$ cat config.mk
export PLATFORM = sky130hd
export DESIGN_NAME = character_top
export DESIGN_NICKNAME = d
export VERILOG_FILES = /design/src/char_pkg.sv /design/src/btn_sampler.sv /design/src/motion_fsm.sv /design/src/physics_integrator.sv /design/src/contact_detector.sv /design/src/state_reporter.sv /design/src/character_top.sv
export SDC_FILE = /design/constraint.sdc
export NUM_CORES = 1
export LEC_CHECK = 0
export BUFFER_PORTS_ARGS = -buffer_cell sky130_fd_sc_hd__buf_2
export CELL_PAD_IN_SITES_DETAIL_PLACEMENT = 0
export CELL_PAD_IN_SITES_GLOBAL_PLACEMENT = 2
export CORE_MARGIN = 2
export CORE_UTILIZATION = 40
export DETAILED_ROUTE_END_ITERATION = 8
export PLACE_DENSITY_LB_ADDON = 0.15
export SLEW_MARGIN = 25
export SYNTH_ARGS = -nofsm -noshare
export SYNTH_HDL_FRONTEND = slang
export SYNTH_HIERARCHICAL = 1
export SYNTH_SLANG_ARGS = --single-unit
$ cat constraint.sdc
create_clock -name sys_clk -period 9.5 [get_ports sys_clk]
set_clock_uncertainty 0.15 [all_clocks]
set_input_delay 0 -clock sys_clk [delete_from_list [all_inputs] [get_ports sys_clk]]
set_output_delay 0 -clock sys_clk [all_outputs]
set_load 0.03 [all_outputs]
$ cat src/char_pkg.sv
// Arena geometry, physics constants and shared types for the character model.
// Velocities carry smooth_shift fraction bits; positions are whole pixels.
`default_nettype none

package char_pkg;

    // ------------------------------------------------
    // word formats
    localparam int pos_w        = 15;         // signed position and velocity
    localparam int smooth_shift = 7;          // fraction bits of a velocity
    localparam int wide_w       = pos_w + 2;  // headroom for sums before clamping
    localparam int charge_w     = 7;

    // ------------------------------------------------
    // arena, measured at the left edge and bottom of the character
    localparam logic signed [pos_w-1:0] arena_min_x = 15'sd130;
    localparam logic signed [pos_w-1:0] arena_max_x = 15'sd558;
    localparam logic signed [pos_w-1:0] floor_y     = 15'sd10;
    localparam logic signed [pos_w-1:0] init_x      = 15'sd344;
    localparam logic signed [pos_w-1:0] init_y      = 15'sd20;

    // physics, velocities in 1/128 pixel per step
    localparam logic signed [pos_w-1:0] max_vel    = 15'sd5120;
    localparam logic signed [pos_w-1:0] gravity    = -15'sd128;
    localparam logic signed [pos_w-1:0] walk_step  = 15'sd3;    // whole pixels
    localparam logic signed [pos_w-1:0] jump_vel_x = 15'sd256;
    localparam logic signed [pos_w-1:0] jump_vel_y = 15'sd640;

    // jump boost per charge quarter
    localparam logic signed [pos_w-1:0] boost_0 = 15'sd320;
    localparam logic signed [pos_w-1:0] boost_1 = 15'sd480;
    localparam logic signed [pos_w-1:0] boost_2 = 15'sd960;
    localparam logic signed [pos_w-1:0] boost_3 = 15'sd1600;

    localparam logic [charge_w-1:0] charge_max = 7'd100;
    localparam logic [charge_w-1:0] charge_inc = 7'd10;

    // ------------------------------------------------
    typedef enum logic [2:0] {
        idle,
        walk_left,
        walk_right,
        charge,
        jump,
        bounce,
        land
    } motion_state_e;

    typedef struct packed {
        logic left;
        logic right;
        logic jump;
        logic jump_rise;    // one cycle on press
    } btn_t;

    typedef struct packed {
        logic on_ground;
        logic hit_side;
        logic landed;
    } contact_t;

    typedef struct packed {
        motion_state_e           state;
        logic signed [1:0]       face;   // +1 right, -1 left
        logic signed [pos_w-1:0] boost;
    } motion_cmd_t;

    typedef struct packed {
        logic signed [pos_w-1:0] pos_x;
        logic signed [pos_w-1:0] pos_y;
        logic signed [pos_w-1:0] vel_x;
        logic signed [pos_w-1:0] vel_y;
        motion_state_e           state;
        logic signed [1:0]       face;
        contact_t                contact;
    } char_report_t;

endpackage

`default_nettype wire

$ cat src/btn_sampler.sv
// Buttons are taken as already synchronous to sys_clk; only one register stage.
// A tick seen while busy is high is lost, not queued.
`default_nettype none

module btn_sampler (
    input  wire            sys_clk,
    input  wire            sys_rst_n,
    input  wire            char_tick,
    input  wire            btn_left,
    input  wire            btn_right,
    input  wire            btn_jump,
    input  wire            busy,
    output char_pkg::btn_t btns,
    output logic           step
);

    logic left_q;
    logic right_q;
    logic jump_q;
    logic jump_qq;   // previous jump level for edge detect
    logic tick_q;

    always_ff @(posedge sys_clk or negedge sys_rst_n) begin
        if (!sys_rst_n) begin
            left_q  <= 1'b0;
            right_q <= 1'b0;
            jump_q  <= 1'b0;
            jump_qq <= 1'b0;
            tick_q  <= 1'b0;
        end else begin
            left_q  <= btn_left;
            right_q <= btn_right;
            jump_q  <= btn_jump;
            jump_qq <= jump_q;
            tick_q  <= char_tick;
        end
    end

    assign btns = '{left:      left_q,
                    right:     right_q,
                    jump:      jump_q,
                    jump_rise: jump_q & ~jump_qq};

    // drop the step while the report side holds a sample
    assign step = tick_q & ~busy;

endmodule

`default_nettype wire

$ cat src/motion_fsm.sv
// Motion FSM; cmd carries the state and face being entered on this step,
// so physics applies a walk or jump impulse on the same step it is chosen.
`default_nettype none

module motion_fsm (
    input  wire                   sys_clk,
    input  wire                   sys_rst_n,
    input  wire                   step,
    input  wire char_pkg::btn_t   btns,
    input  wire char_pkg::contact_t contact,
    output char_pkg::motion_cmd_t cmd
);

    char_pkg::motion_state_e state;
    char_pkg::motion_state_e next_state;
    logic signed [1:0]                 face;
    logic signed [1:0]                 next_face;
    logic                              armed;       // jump pressed on ground
    logic [char_pkg::charge_w-1:0]     count;
    logic signed [char_pkg::pos_w-1:0] boost;
    logic                              charge_full;

    assign charge_full = (count >= char_pkg::charge_max);

    // ------------------------------------------------
    // next state, contacts take priority
    always_comb begin
        next_state = char_pkg::idle;
        if (contact.landed) begin
            next_state = char_pkg::land;
        end else if (contact.hit_side) begin
            next_state = char_pkg::bounce;
        end else begin
            case (state)
                char_pkg::idle, char_pkg::walk_left, char_pkg::walk_right: begin
                    if (!contact.on_ground) next_state = char_pkg::idle;   // airborne
                    else if (btns.left)     next_state = char_pkg::walk_left;
                    else if (btns.right)    next_state = char_pkg::walk_right;
                    else if (armed)         next_state = char_pkg::charge;
                end
                char_pkg::charge: begin
                    if (!btns.jump || charge_full) next_state = char_pkg::jump;
                    else                           next_state = char_pkg::charge;
                end
                default: next_state = char_pkg::idle;   // jump, bounce, land
            endcase
        end
    end

    always_comb begin
        if (contact.hit_side)                      next_face = -face;
        else if (next_state == char_pkg::walk_left)  next_face = 2'sb11;
        else if (next_state == char_pkg::walk_right) next_face = 2'sb01;
        else                                       next_face = face;
    end

    always_ff @(posedge sys_clk or negedge sys_rst_n) begin
        if (!sys_rst_n) begin
            state <= char_pkg::idle;
            face  <= 2'sb01;
        end else if (step) begin
            state <= next_state;
            face  <= next_face;
        end
    end

    // arming runs every clock, a press between ticks is not missed
    always_ff @(posedge sys_clk or negedge sys_rst_n) begin
        if (!sys_rst_n)                              armed <= 1'b0;
        else if (btns.jump_rise && contact.on_ground) armed <= 1'b1;
        else if (state == char_pkg::jump)            armed <= 1'b0;
    end

    // ------------------------------------------------
    // charge counter and boost lookup
    always_ff @(posedge sys_clk or negedge sys_rst_n) begin
        if (!sys_rst_n) begin
            count <= 7'd1;
        end else if (step) begin
            if (state == char_pkg::charge)    count <= count + char_pkg::charge_inc;
            else if (state == char_pkg::jump) count <= 7'd1;
        end
    end

    always_comb begin
        if (count <= (char_pkg::charge_max >> 2))      boost = char_pkg::boost_0;
        else if (count <= (char_pkg::charge_max >> 1)) boost = char_pkg::boost_1;
        else if (count <= (char_pkg::charge_max >> 1) + (char_pkg::charge_max >> 2))
            boost = char_pkg::boost_2;
        else                                           boost = char_pkg::boost_3;
    end

    assign cmd = '{state: next_state, face: next_face, boost: boost};

endmodule

`default_nettype wire

$ cat src/physics_integrator.sv
// One physics step per qualified tick; velocity saturates at +/- max_vel.
// No impact point is computed, a landing simply stops on the floor line.
`default_nettype none

module physics_integrator (
    input  wire                          sys_clk,
    input  wire                          sys_rst_n,
    input  wire                          step,
    input  wire char_pkg::motion_cmd_t   cmd,
    input  wire char_pkg::contact_t      contact,
    output logic signed [char_pkg::pos_w-1:0] pos_x,
    output logic signed [char_pkg::pos_w-1:0] pos_y,
    output logic signed [char_pkg::pos_w-1:0] vel_x,
    output logic signed [char_pkg::pos_w-1:0] vel_y
);

    logic signed [char_pkg::pos_w-1:0]  jump_x;   // horizontal jump magnitude
    logic signed [char_pkg::pos_w-1:0]  imp_x;
    logic signed [char_pkg::pos_w-1:0]  imp_y;
    logic signed [char_pkg::pos_w-1:0]  grav;
    logic signed [char_pkg::pos_w-1:0]  walk;
    logic signed [char_pkg::wide_w-1:0] vx_sum;
    logic signed [char_pkg::wide_w-1:0] vy_sum;
    logic signed [char_pkg::wide_w-1:0] x_sum;
    logic signed [char_pkg::wide_w-1:0] y_sum;
    logic signed [char_pkg::pos_w-1:0]  vx_next;
    logic signed [char_pkg::pos_w-1:0]  vy_next;
    logic signed [char_pkg::pos_w-1:0]  x_next;
    logic signed [char_pkg::pos_w-1:0]  y_next;

    function automatic logic signed [char_pkg::pos_w-1:0] clamp_vel(
        input logic signed [char_pkg::wide_w-1:0] v
    );
        if (v > char_pkg::max_vel)       return char_pkg::max_vel;
        else if (v < -char_pkg::max_vel) return -char_pkg::max_vel;
        return v[char_pkg::pos_w-1:0];
    endfunction

    // ------------------------------------------------
    // impulses for this step
    always_comb begin
        jump_x = char_pkg::jump_vel_x + (cmd.boost >>> 1);
        imp_x  = '0;
        imp_y  = '0;
        if (cmd.state == char_pkg::jump) begin
            imp_x = (cmd.face < 0) ? -jump_x : jump_x;
            imp_y = char_pkg::jump_vel_y + cmd.boost;
        end
        grav = contact.on_ground ? '0 : char_pkg::gravity;
        case (cmd.state)
            char_pkg::walk_left:  walk = -char_pkg::walk_step;
            char_pkg::walk_right: walk = char_pkg::walk_step;
            default:              walk = '0;
        endcase
    end

    // velocity then position, position uses the new velocity
    always_comb begin
        vx_sum = contact.hit_side ? -vel_x : vel_x + imp_x;   // bounce reverses x
        vy_sum = vel_y + imp_y + grav;
        if (contact.landed) begin
            vx_next = '0;
            vy_next = '0;
        end else begin
            vx_next = clamp_vel(vx_sum);
            vy_next = clamp_vel(vy_sum);
        end

        x_sum = pos_x + walk + (vx_next >>> char_pkg::smooth_shift);
        y_sum = pos_y + (vy_next >>> char_pkg::smooth_shift);

        if (x_sum < char_pkg::arena_min_x)      x_next = char_pkg::arena_min_x;
        else if (x_sum > char_pkg::arena_max_x) x_next = char_pkg::arena_max_x;
        else                                    x_next = x_sum[char_pkg::pos_w-1:0];

        if (y_sum < char_pkg::floor_y) y_next = char_pkg::floor_y;   // snap to floor
        else                           y_next = y_sum[char_pkg::pos_w-1:0];
    end

    always_ff @(posedge sys_clk or negedge sys_rst_n) begin
        if (!sys_rst_n) begin
            pos_x <= char_pkg::init_x;
            pos_y <= char_pkg::init_y;
            vel_x <= '0;
            vel_y <= '0;
        end else if (step) begin
            pos_x <= x_next;
            pos_y <= y_next;
            vel_x <= vx_next;
            vel_y <= vy_next;
        end
    end

endmodule

`default_nettype wire

$ cat src/contact_detector.sv
// Contacts against the two side walls and the floor only, no obstacles.
`default_nettype none

module contact_detector (
    input  wire signed [char_pkg::pos_w-1:0] pos_x,
    input  wire signed [char_pkg::pos_w-1:0] pos_y,
    input  wire signed [char_pkg::pos_w-1:0] vel_x,
    input  wire signed [char_pkg::pos_w-1:0] vel_y,
    output char_pkg::contact_t               contact
);

    logic at_left;       // pinned against the left wall
    logic at_right;
    logic moving_left;
    logic moving_right;
    logic on_floor;
    logic falling;

    // ------------------------------------------------
    // position against arena limits
    assign at_left  = (pos_x <= char_pkg::arena_min_x);
    assign at_right = (pos_x >= char_pkg::arena_max_x);
    assign on_floor = (pos_y == char_pkg::floor_y);

    // direction of travel
    assign moving_left  = (vel_x < 0);
    assign moving_right = (vel_x > 0);
    assign falling      = (vel_y < 0);

    // a wall only counts when the speed still points into it
    assign contact = '{on_ground: on_floor,
                       hit_side:  (at_left && moving_left) || (at_right && moving_right),
                       landed:    on_floor && falling};

endmodule

`default_nettype wire

$ cat src/state_reporter.sv
// One status sample per step, held until taken under valid/ready.
// Ticks must be at least 3 cycles apart so a load never meets a pending sample.
`default_nettype none

module state_reporter (
    input  wire                              sys_clk,
    input  wire                              sys_rst_n,
    input  wire                              step,
    input  wire signed [char_pkg::pos_w-1:0] pos_x,
    input  wire signed [char_pkg::pos_w-1:0] pos_y,
    input  wire signed [char_pkg::pos_w-1:0] vel_x,
    input  wire signed [char_pkg::pos_w-1:0] vel_y,
    input  wire char_pkg::motion_cmd_t       cmd,
    input  wire char_pkg::contact_t          contact,
    input  wire                              report_ready,
    output char_pkg::char_report_t           report,
    output logic                             report_valid,
    output logic                             busy
);

    logic                    load_q;    // step delayed, physics has settled
    char_pkg::motion_state_e state_q;
    logic signed [1:0]       face_q;

    always_ff @(posedge sys_clk or negedge sys_rst_n) begin
        if (!sys_rst_n) load_q <= 1'b0;
        else            load_q <= step;
    end

    // state and face entered on this step
    always_ff @(posedge sys_clk) begin
        if (step) begin
            state_q <= cmd.state;
            face_q  <= cmd.face;
        end
    end

    // ------------------------------------------------
    always_ff @(posedge sys_clk or negedge sys_rst_n) begin
        if (!sys_rst_n)        report_valid <= 1'b0;
        else if (load_q)       report_valid <= 1'b1;
        else if (report_ready) report_valid <= 1'b0;   // sample taken
    end

    always_ff @(posedge sys_clk) begin
        if (load_q) begin
            report <= '{pos_x: pos_x, pos_y: pos_y, vel_x: vel_x, vel_y: vel_y,
                        state: state_q, face: face_q, contact: contact};
        end
    end

    assign busy = load_q | (report_valid & ~report_ready);

endmodule

`default_nettype wire

$ cat src/character_top.sv
// Platformer character in a walled arena, one physics step per char_tick.
// Ticks at least 3 cycles apart; ticks during output back-pressure are dropped.
`default_nettype none

module character_top (
    input  wire                    sys_clk,
    input  wire                    sys_rst_n,
    input  wire                    char_tick,
    input  wire                    btn_left,
    input  wire                    btn_right,
    input  wire                    btn_jump,
    input  wire                    report_ready,
    output logic                   report_valid,
    output char_pkg::char_report_t report
);

    char_pkg::btn_t                    btns;
    char_pkg::contact_t                contact;
    char_pkg::motion_cmd_t             cmd;
    logic                              step;
    logic                              busy;
    logic signed [char_pkg::pos_w-1:0] pos_x;
    logic signed [char_pkg::pos_w-1:0] pos_y;
    logic signed [char_pkg::pos_w-1:0] vel_x;
    logic signed [char_pkg::pos_w-1:0] vel_y;

    // ------------------------------------------------
    // input side
    btn_sampler btn_sampler_i (
        .sys_clk   (sys_clk),
        .sys_rst_n (sys_rst_n),
        .char_tick (char_tick),
        .btn_left  (btn_left),
        .btn_right (btn_right),
        .btn_jump  (btn_jump),
        .busy      (busy),
        .btns      (btns),
        .step      (step)
    );

    // ------------------------------------------------
    // motion and physics
    motion_fsm motion_fsm_i (
        .sys_clk   (sys_clk),
        .sys_rst_n (sys_rst_n),
        .step      (step),
        .btns      (btns),
        .contact   (contact),
        .cmd       (cmd)
    );

    physics_integrator physics_integrator_i (
        .sys_clk   (sys_clk),
        .sys_rst_n (sys_rst_n),
        .step      (step),
        .cmd       (cmd),
        .contact   (contact),
        .pos_x     (pos_x),
        .pos_y     (pos_y),
        .vel_x     (vel_x),
        .vel_y     (vel_y)
    );

    contact_detector contact_detector_i (
        .pos_x   (pos_x),
        .pos_y   (pos_y),
        .vel_x   (vel_x),
        .vel_y   (vel_y),
        .contact (contact)
    );

    // output side
    state_reporter state_reporter_i (
        .sys_clk      (sys_clk),
        .sys_rst_n    (sys_rst_n),
        .step         (step),
        .pos_x        (pos_x),
        .pos_y        (pos_y),
        .vel_x        (vel_x),
        .vel_y        (vel_y),
        .cmd          (cmd),
        .contact      (contact),
        .report_ready (report_ready),
        .report       (report),
        .report_valid (report_valid),
        .busy         (busy)
    );

endmodule

`default_nettype wire

After elaboration in Yosys (flattened, before gate mapping)
Index checks and enable logic that the tools add are counted.
{ "word_totals": {"word_cells": 126, "inputBits": 7, "register_bits": 153} }
{ "classes": {"n_eq_ne": 8, "addsub": 12, "n_bitwise": 7, "n_reduce_logical": 13, "order_cmp": 17, "n_mux": 43} }
{ "ops": {"columns": ["cell", "n"], "rows": [
  ["$mux W15", 17],
  ["$add A15 B15 Y16", 3],
  ["$gt A17 B14 Y1 const B", 2],
  ["$lt A17 B14 Y1 const B", 2],
  ["$lt A15 B1 Y1 const B", 2],
  ["$pmux W15 S2", 1],
  ["$mux W3", 6],
  ["$add A16 B15 Y17", 1],
  ["$add A16 B8 Y17", 1],
  ["$gt A17 B11 Y1 const B", 1],
  ["$lt A17 B5 Y1 const B", 1],
  ["$lt A17 B9 Y1 const B", 1],
  ["$mux W17", 1],
  ["$neg A15 Y17", 1],
  ["$add A15 B8 Y16", 1],
  ["$add A10 B14 Y15 const A", 1],
  ["$add A11 B15 Y15 const A", 1],
  ["$eq A15 B5 Y1 const B", 1],
  ["$ge A15 B11 Y1 const B", 1],
  ["$gt A15 B1 Y1 const B", 1],
  ["$le A15 B9 Y1 const B", 1],
  ["$neg A15 Y15", 1],
  ["$mux W7", 2],
  ["$mux W11", 1],
  ["23 further kinds", 49]
]} }

Logic depth before layout (Yosys ltp)
{ "logic_depth": {"depth_word": 26, "depth_mapped": 39, "depth_no_buf": 38} }

Modules after synthesis
Netlist, hierarchy kept.
{ "by_module_without_submodules": {"columns": ["module", "n_inst", "area_each_um2", "cells_each"], "rows": [
  ["physics_integrator", 1, 7357.1, 863],
  ["state_reporter", 1, 2260.9, 78],
  ["motion_fsm", 1, 984.7, 117],
  ["contact_detector", 1, 178.9, 25],
  ["btn_sampler", 1, 175.2, 10]
]} }

Worst setup path after synthesis
OpenSTA, ideal clock, no wires.
{ "synth_timing": {"kind": "register to register", "start": "register physics_integrator_i/vel_x[5] (netlist bit)", "end": "register physics_integrator_i/pos_x[7] (netlist bit)", "stages_incl_launch_ff": 37, "arrival_ps": 7762, "setup_slack_ps": 1466, "cell_sequence": "dfrtp_1 > nor4_1 > nand4_1 > nand3_1 > nand3_1 > clkbuf_1 > nor3_1 > nor2b_1 > a221oi_1 > a21oi_1 > clkbuf_1 > nand2_1 > xnor2_1 > nor2_1 > ha_1 > a211o_1 > nand2_1 > a21oi_1 > or3_1 > a31oi_1 > nand3_1 > and4bb_1 > o21ai_0 > fa_1 > inv_1 > ha_1 > fa_1 > a211oi_1 > o21ai_0 > a211o_1 > a21o_1 > a221oi_1 > mux2_2 > nand4_1 > or2_1 > nor2_1 > o22a_1"} }
{ "synth_lines": {"columns": ["element", "line_no", "rtl"], "rows": [
  ["start, declared", "physics_integrator.sv:13", "output logic signed [char_pkg::pos_w-1:0] vel_x,"],
  ["start signal, assigned", "physics_integrator.sv:89", "vel_x <= vx_next;"],
  ["end signal, assigned", "physics_integrator.sv:82", "pos_x <= char_pkg::init_x;"],
  ["end signal, assigned", "physics_integrator.sv:87", "pos_x <= x_next;"],
  ["end, declared", "physics_integrator.sv:11", "output logic signed [char_pkg::pos_w-1:0] pos_x,"]
]} }

==> qor.yml <==
cp_num_buf_inv: 1
grt_pass1_vias: 8529
grt_overflow: 0
synth-edff-count: 73
cts-root-buf: "clkbuf_16"
setup_viol: 0
ff2ff_setup_slack_ns: 0.78
area_growth_pct: 14.15
post-route-period-util_pct: 91.83
synth_compound_area_share_pct: 20.71
whs_ns: 0.02499
synth_area_leader_cell: "edfxtp_1"
num_rows: 60
syn_inst: 1093
worstMarginPinSlew_ns: 0.9842
fillerInstances: 2578
worst_path_max_delay_cell: "fa_1"
synth.area.mux_share_pct: 1.690
slew_headroom_pct: 34.39
start_kind: "register"
synth.avg_cell_area_um2: 10.02
clock_latency_ns: 0.44
tns_ns: 0
clkTransAtPathRegs_ns: 0.07
hold_viol_final: 0
synth.top_cell.area_share_pct: 20.01
numCtsBuffers: 17
vias: 8725
placed_area_um2: 11760
crit_arrival_ns: 8.90
yosys-top-cells-area: "edfxtp_1 (20%), dfrtp_1 (16%), ha_1 (8.9%), fa_1 (4.9%), nor2_1 (3.5%)"
cts_tree: "built"
antenna_found_initial: 0
grt_pass1_wl_um: 47620
synth-main-ff-cell: "edfxtp_1"
ys_ff_latch: 153
diodes: 0
outcome: "finished clean"
die_area_um2: 28730
synth_simple_gate_area_share_pct: 15.69
start_util_pct: 40.65
drtIter0Drc: 569
drt_pass1_iterations: 5
gp_congestion: 0.8352
synthXorXnorAreaFrac_pct: 5.755
ys_types: 96
cp_top_family: "compound AO/OA/AOI/OAI gates"
finalInstanceArea_um2: 12510
port_buffers: 75
grt_start_max_net_pins: 71
die-width_um: 169.5
hold_class: "in -> async"
post-dp-hpwl_um: 21610
track_usage_pct: 21.15
cts_max_level: 4
ys_seq_area_share_pct: 38.37
die_h_um: 169.5
synth_area_um2: 10960
worstSetupPathType: "reg -> reg"
wl_per_cell_um: 19.21
clock.fmax_mhz: 114.6
fin_nets: 1295
period_minus_slack_ns: 8.724
worstPathMaxFanout: 23
core_area_um2: 26950
clock_path_buffers: 2
wirelength_um: 29530
ant_nets: 0
slew_viol_final: 0
viasPerCell: 5.677
required_ns: 9.68
route.detailed.drc: 0
cpPeakStageDelay_ns: 0.53
synth_top_family_by_area: "compound AO/OA/AOI/OAI gates"
endpoint_kind: "register"
numClockSinks: 153
synth_async_sr_flop_share_pct: 52.29
drive_gt1_share_pct: 16.30
ys.warnings.count: 6
ios: 76
synth_fa_ha_area_share_pct: 13.84
drv_cap: 0
cell usage after synthesis, types with 27 or more instances:
cell type  number
fa_1           27
edfxtp_1       73
ha_1           78
a21oi_1        58
nand2_1        57
dfrtp_1        72
nor2_1        102
xor2_1         32
inv_1          52
o21ai_0        55
o2bb2ai_1      31
a21o_1         29
xnor2_1        40
stage by stage:
| step | instances | util, % | setup WS [ns] |
|---|---|---|---|
| final | 1537 | 46.41 | 0.7761 |
| after global routing | 1537 | 46.41 | -0.07245 |
| after CTS | 1537 | 46.20 | 0.1861 |
| after detailed placement | 1498 | 43.64 | 0.2128 |
| after global placement | 1498 | 43.64 | 0.2286 |
| after floorplan | 1101 | - | 1.466 |
area by class of cell:
cell class                      count  area [um^2]  share of cell area [%]
Inverter                           53        198.9                   1.591
Clock buffer                       19        464.2                   3.711
Multi-Input combinational cell    852         6426                   51.38
Clock inverter                     13        145.1                   1.160
Sequential cell                   153         4208                   33.64
Tap cell                          341        426.7                   3.411
Timing Repair Buffer              106        638.1                   5.102
worst reg2reg max path: cells and delay by family (launching register included):
kind                       cells  cell delay [ns]
buffers and inverters          1             0.04
adders and majority gates      4             1.63
muxes                          1             0.36
and+or+nand+nor               11             2.49
AOI/OAI and AO/OA             14             3.53
DFF                            1             0.42
logic make-up after synthesis:
logic type / count (synthesis)
other: 2
xor gates and xnor gates: 72
adders and majority gates: 105
muxes: 17
and+or+nand+nor: 327
DFF: 153
AOI/OAI and AO/OA: 321
buffers and inverters: 96
timing repair:
item / 4_1_cts / 5_1_grt
setup endpoints to repair: 0 / 25
hold buffers: 7 / 0
gates resized for setup: 0 / 14
setup buffers: 0 / 0
hold endpoints to repair: 35 / 0
cells in the final DEF, fill, tap and decap left out, types with 18 or more instances in the layout:
master,instances
nand3_1,24
inv_1,52
nand2_1,56
xnor2_1,40
o2bb2ai_1,31
nand2b_1,20
nor2_1,102
fa_1,27
edfxtp_1,73
xor2_1,32
a21oi_1,58
buf_2,74
clkbuf_16,18
dfrtp_1,71
buf_4,25
ha_1,78
a21o_1,29
o21ai_0,54
per-layer routing:
metal | track usage (%) | vias to the layer above | part of all wire [%]
met1 | 29.72 | 4231 | 48
met5 | 0 | - | 0
met2 | 34.07 | 197 | 46
met3 | 2.682 | 42 | 3.3
li1 | - | 4255 | -
met4 | 6.689 | 0 | 2.4
sequential cells by signal (all words and copies together) (netlist names):
register                       cells
state_reporter_i/face_q            2
btn_sampler_i/tick_q               1
btn_sampler_i/right_q              1
motion_fsm_i/state                 3
state_reporter_i/report_valid      1
physics_integrator_i/pos_x        15
motion_fsm_i/count                 7
physics_integrator_i/vel_y        15
btn_sampler_i/jump_qq              1
state_reporter_i/report           68
motion_fsm_i/armed                 1
state_reporter_i/state_q           3
motion_fsm_i/face                  2
state_reporter_i/load_q            1
physics_integrator_i/vel_x        15
physics_integrator_i/pos_y        15
btn_sampler_i/jump_q               1
btn_sampler_i/left_q               1
path summary, 6_finish.rpt:
path	startpoint	to	cells after the start
max in group asynchronous	sys_rst_n	state_reporter_i/load_q	3
min in group sys_clk	btn_left	btn_sampler_i/left_q	2
worst max-delay path	physics_integrator_i/pos_y[12]	physics_integrator_i/pos_x[7]	31
worst max register to register	physics_integrator_i/pos_y[12]	physics_integrator_i/pos_x[7]	31
worst min-delay path	sys_rst_n	physics_integrator_i/pos_x[6]	2
worst min register to register	btn_sampler_i/jump_q	btn_sampler_i/jump_qq	0
Power is not shown: default switching activity piles up to over one toggle a cycle in this logic, so the estimate is an artifact.
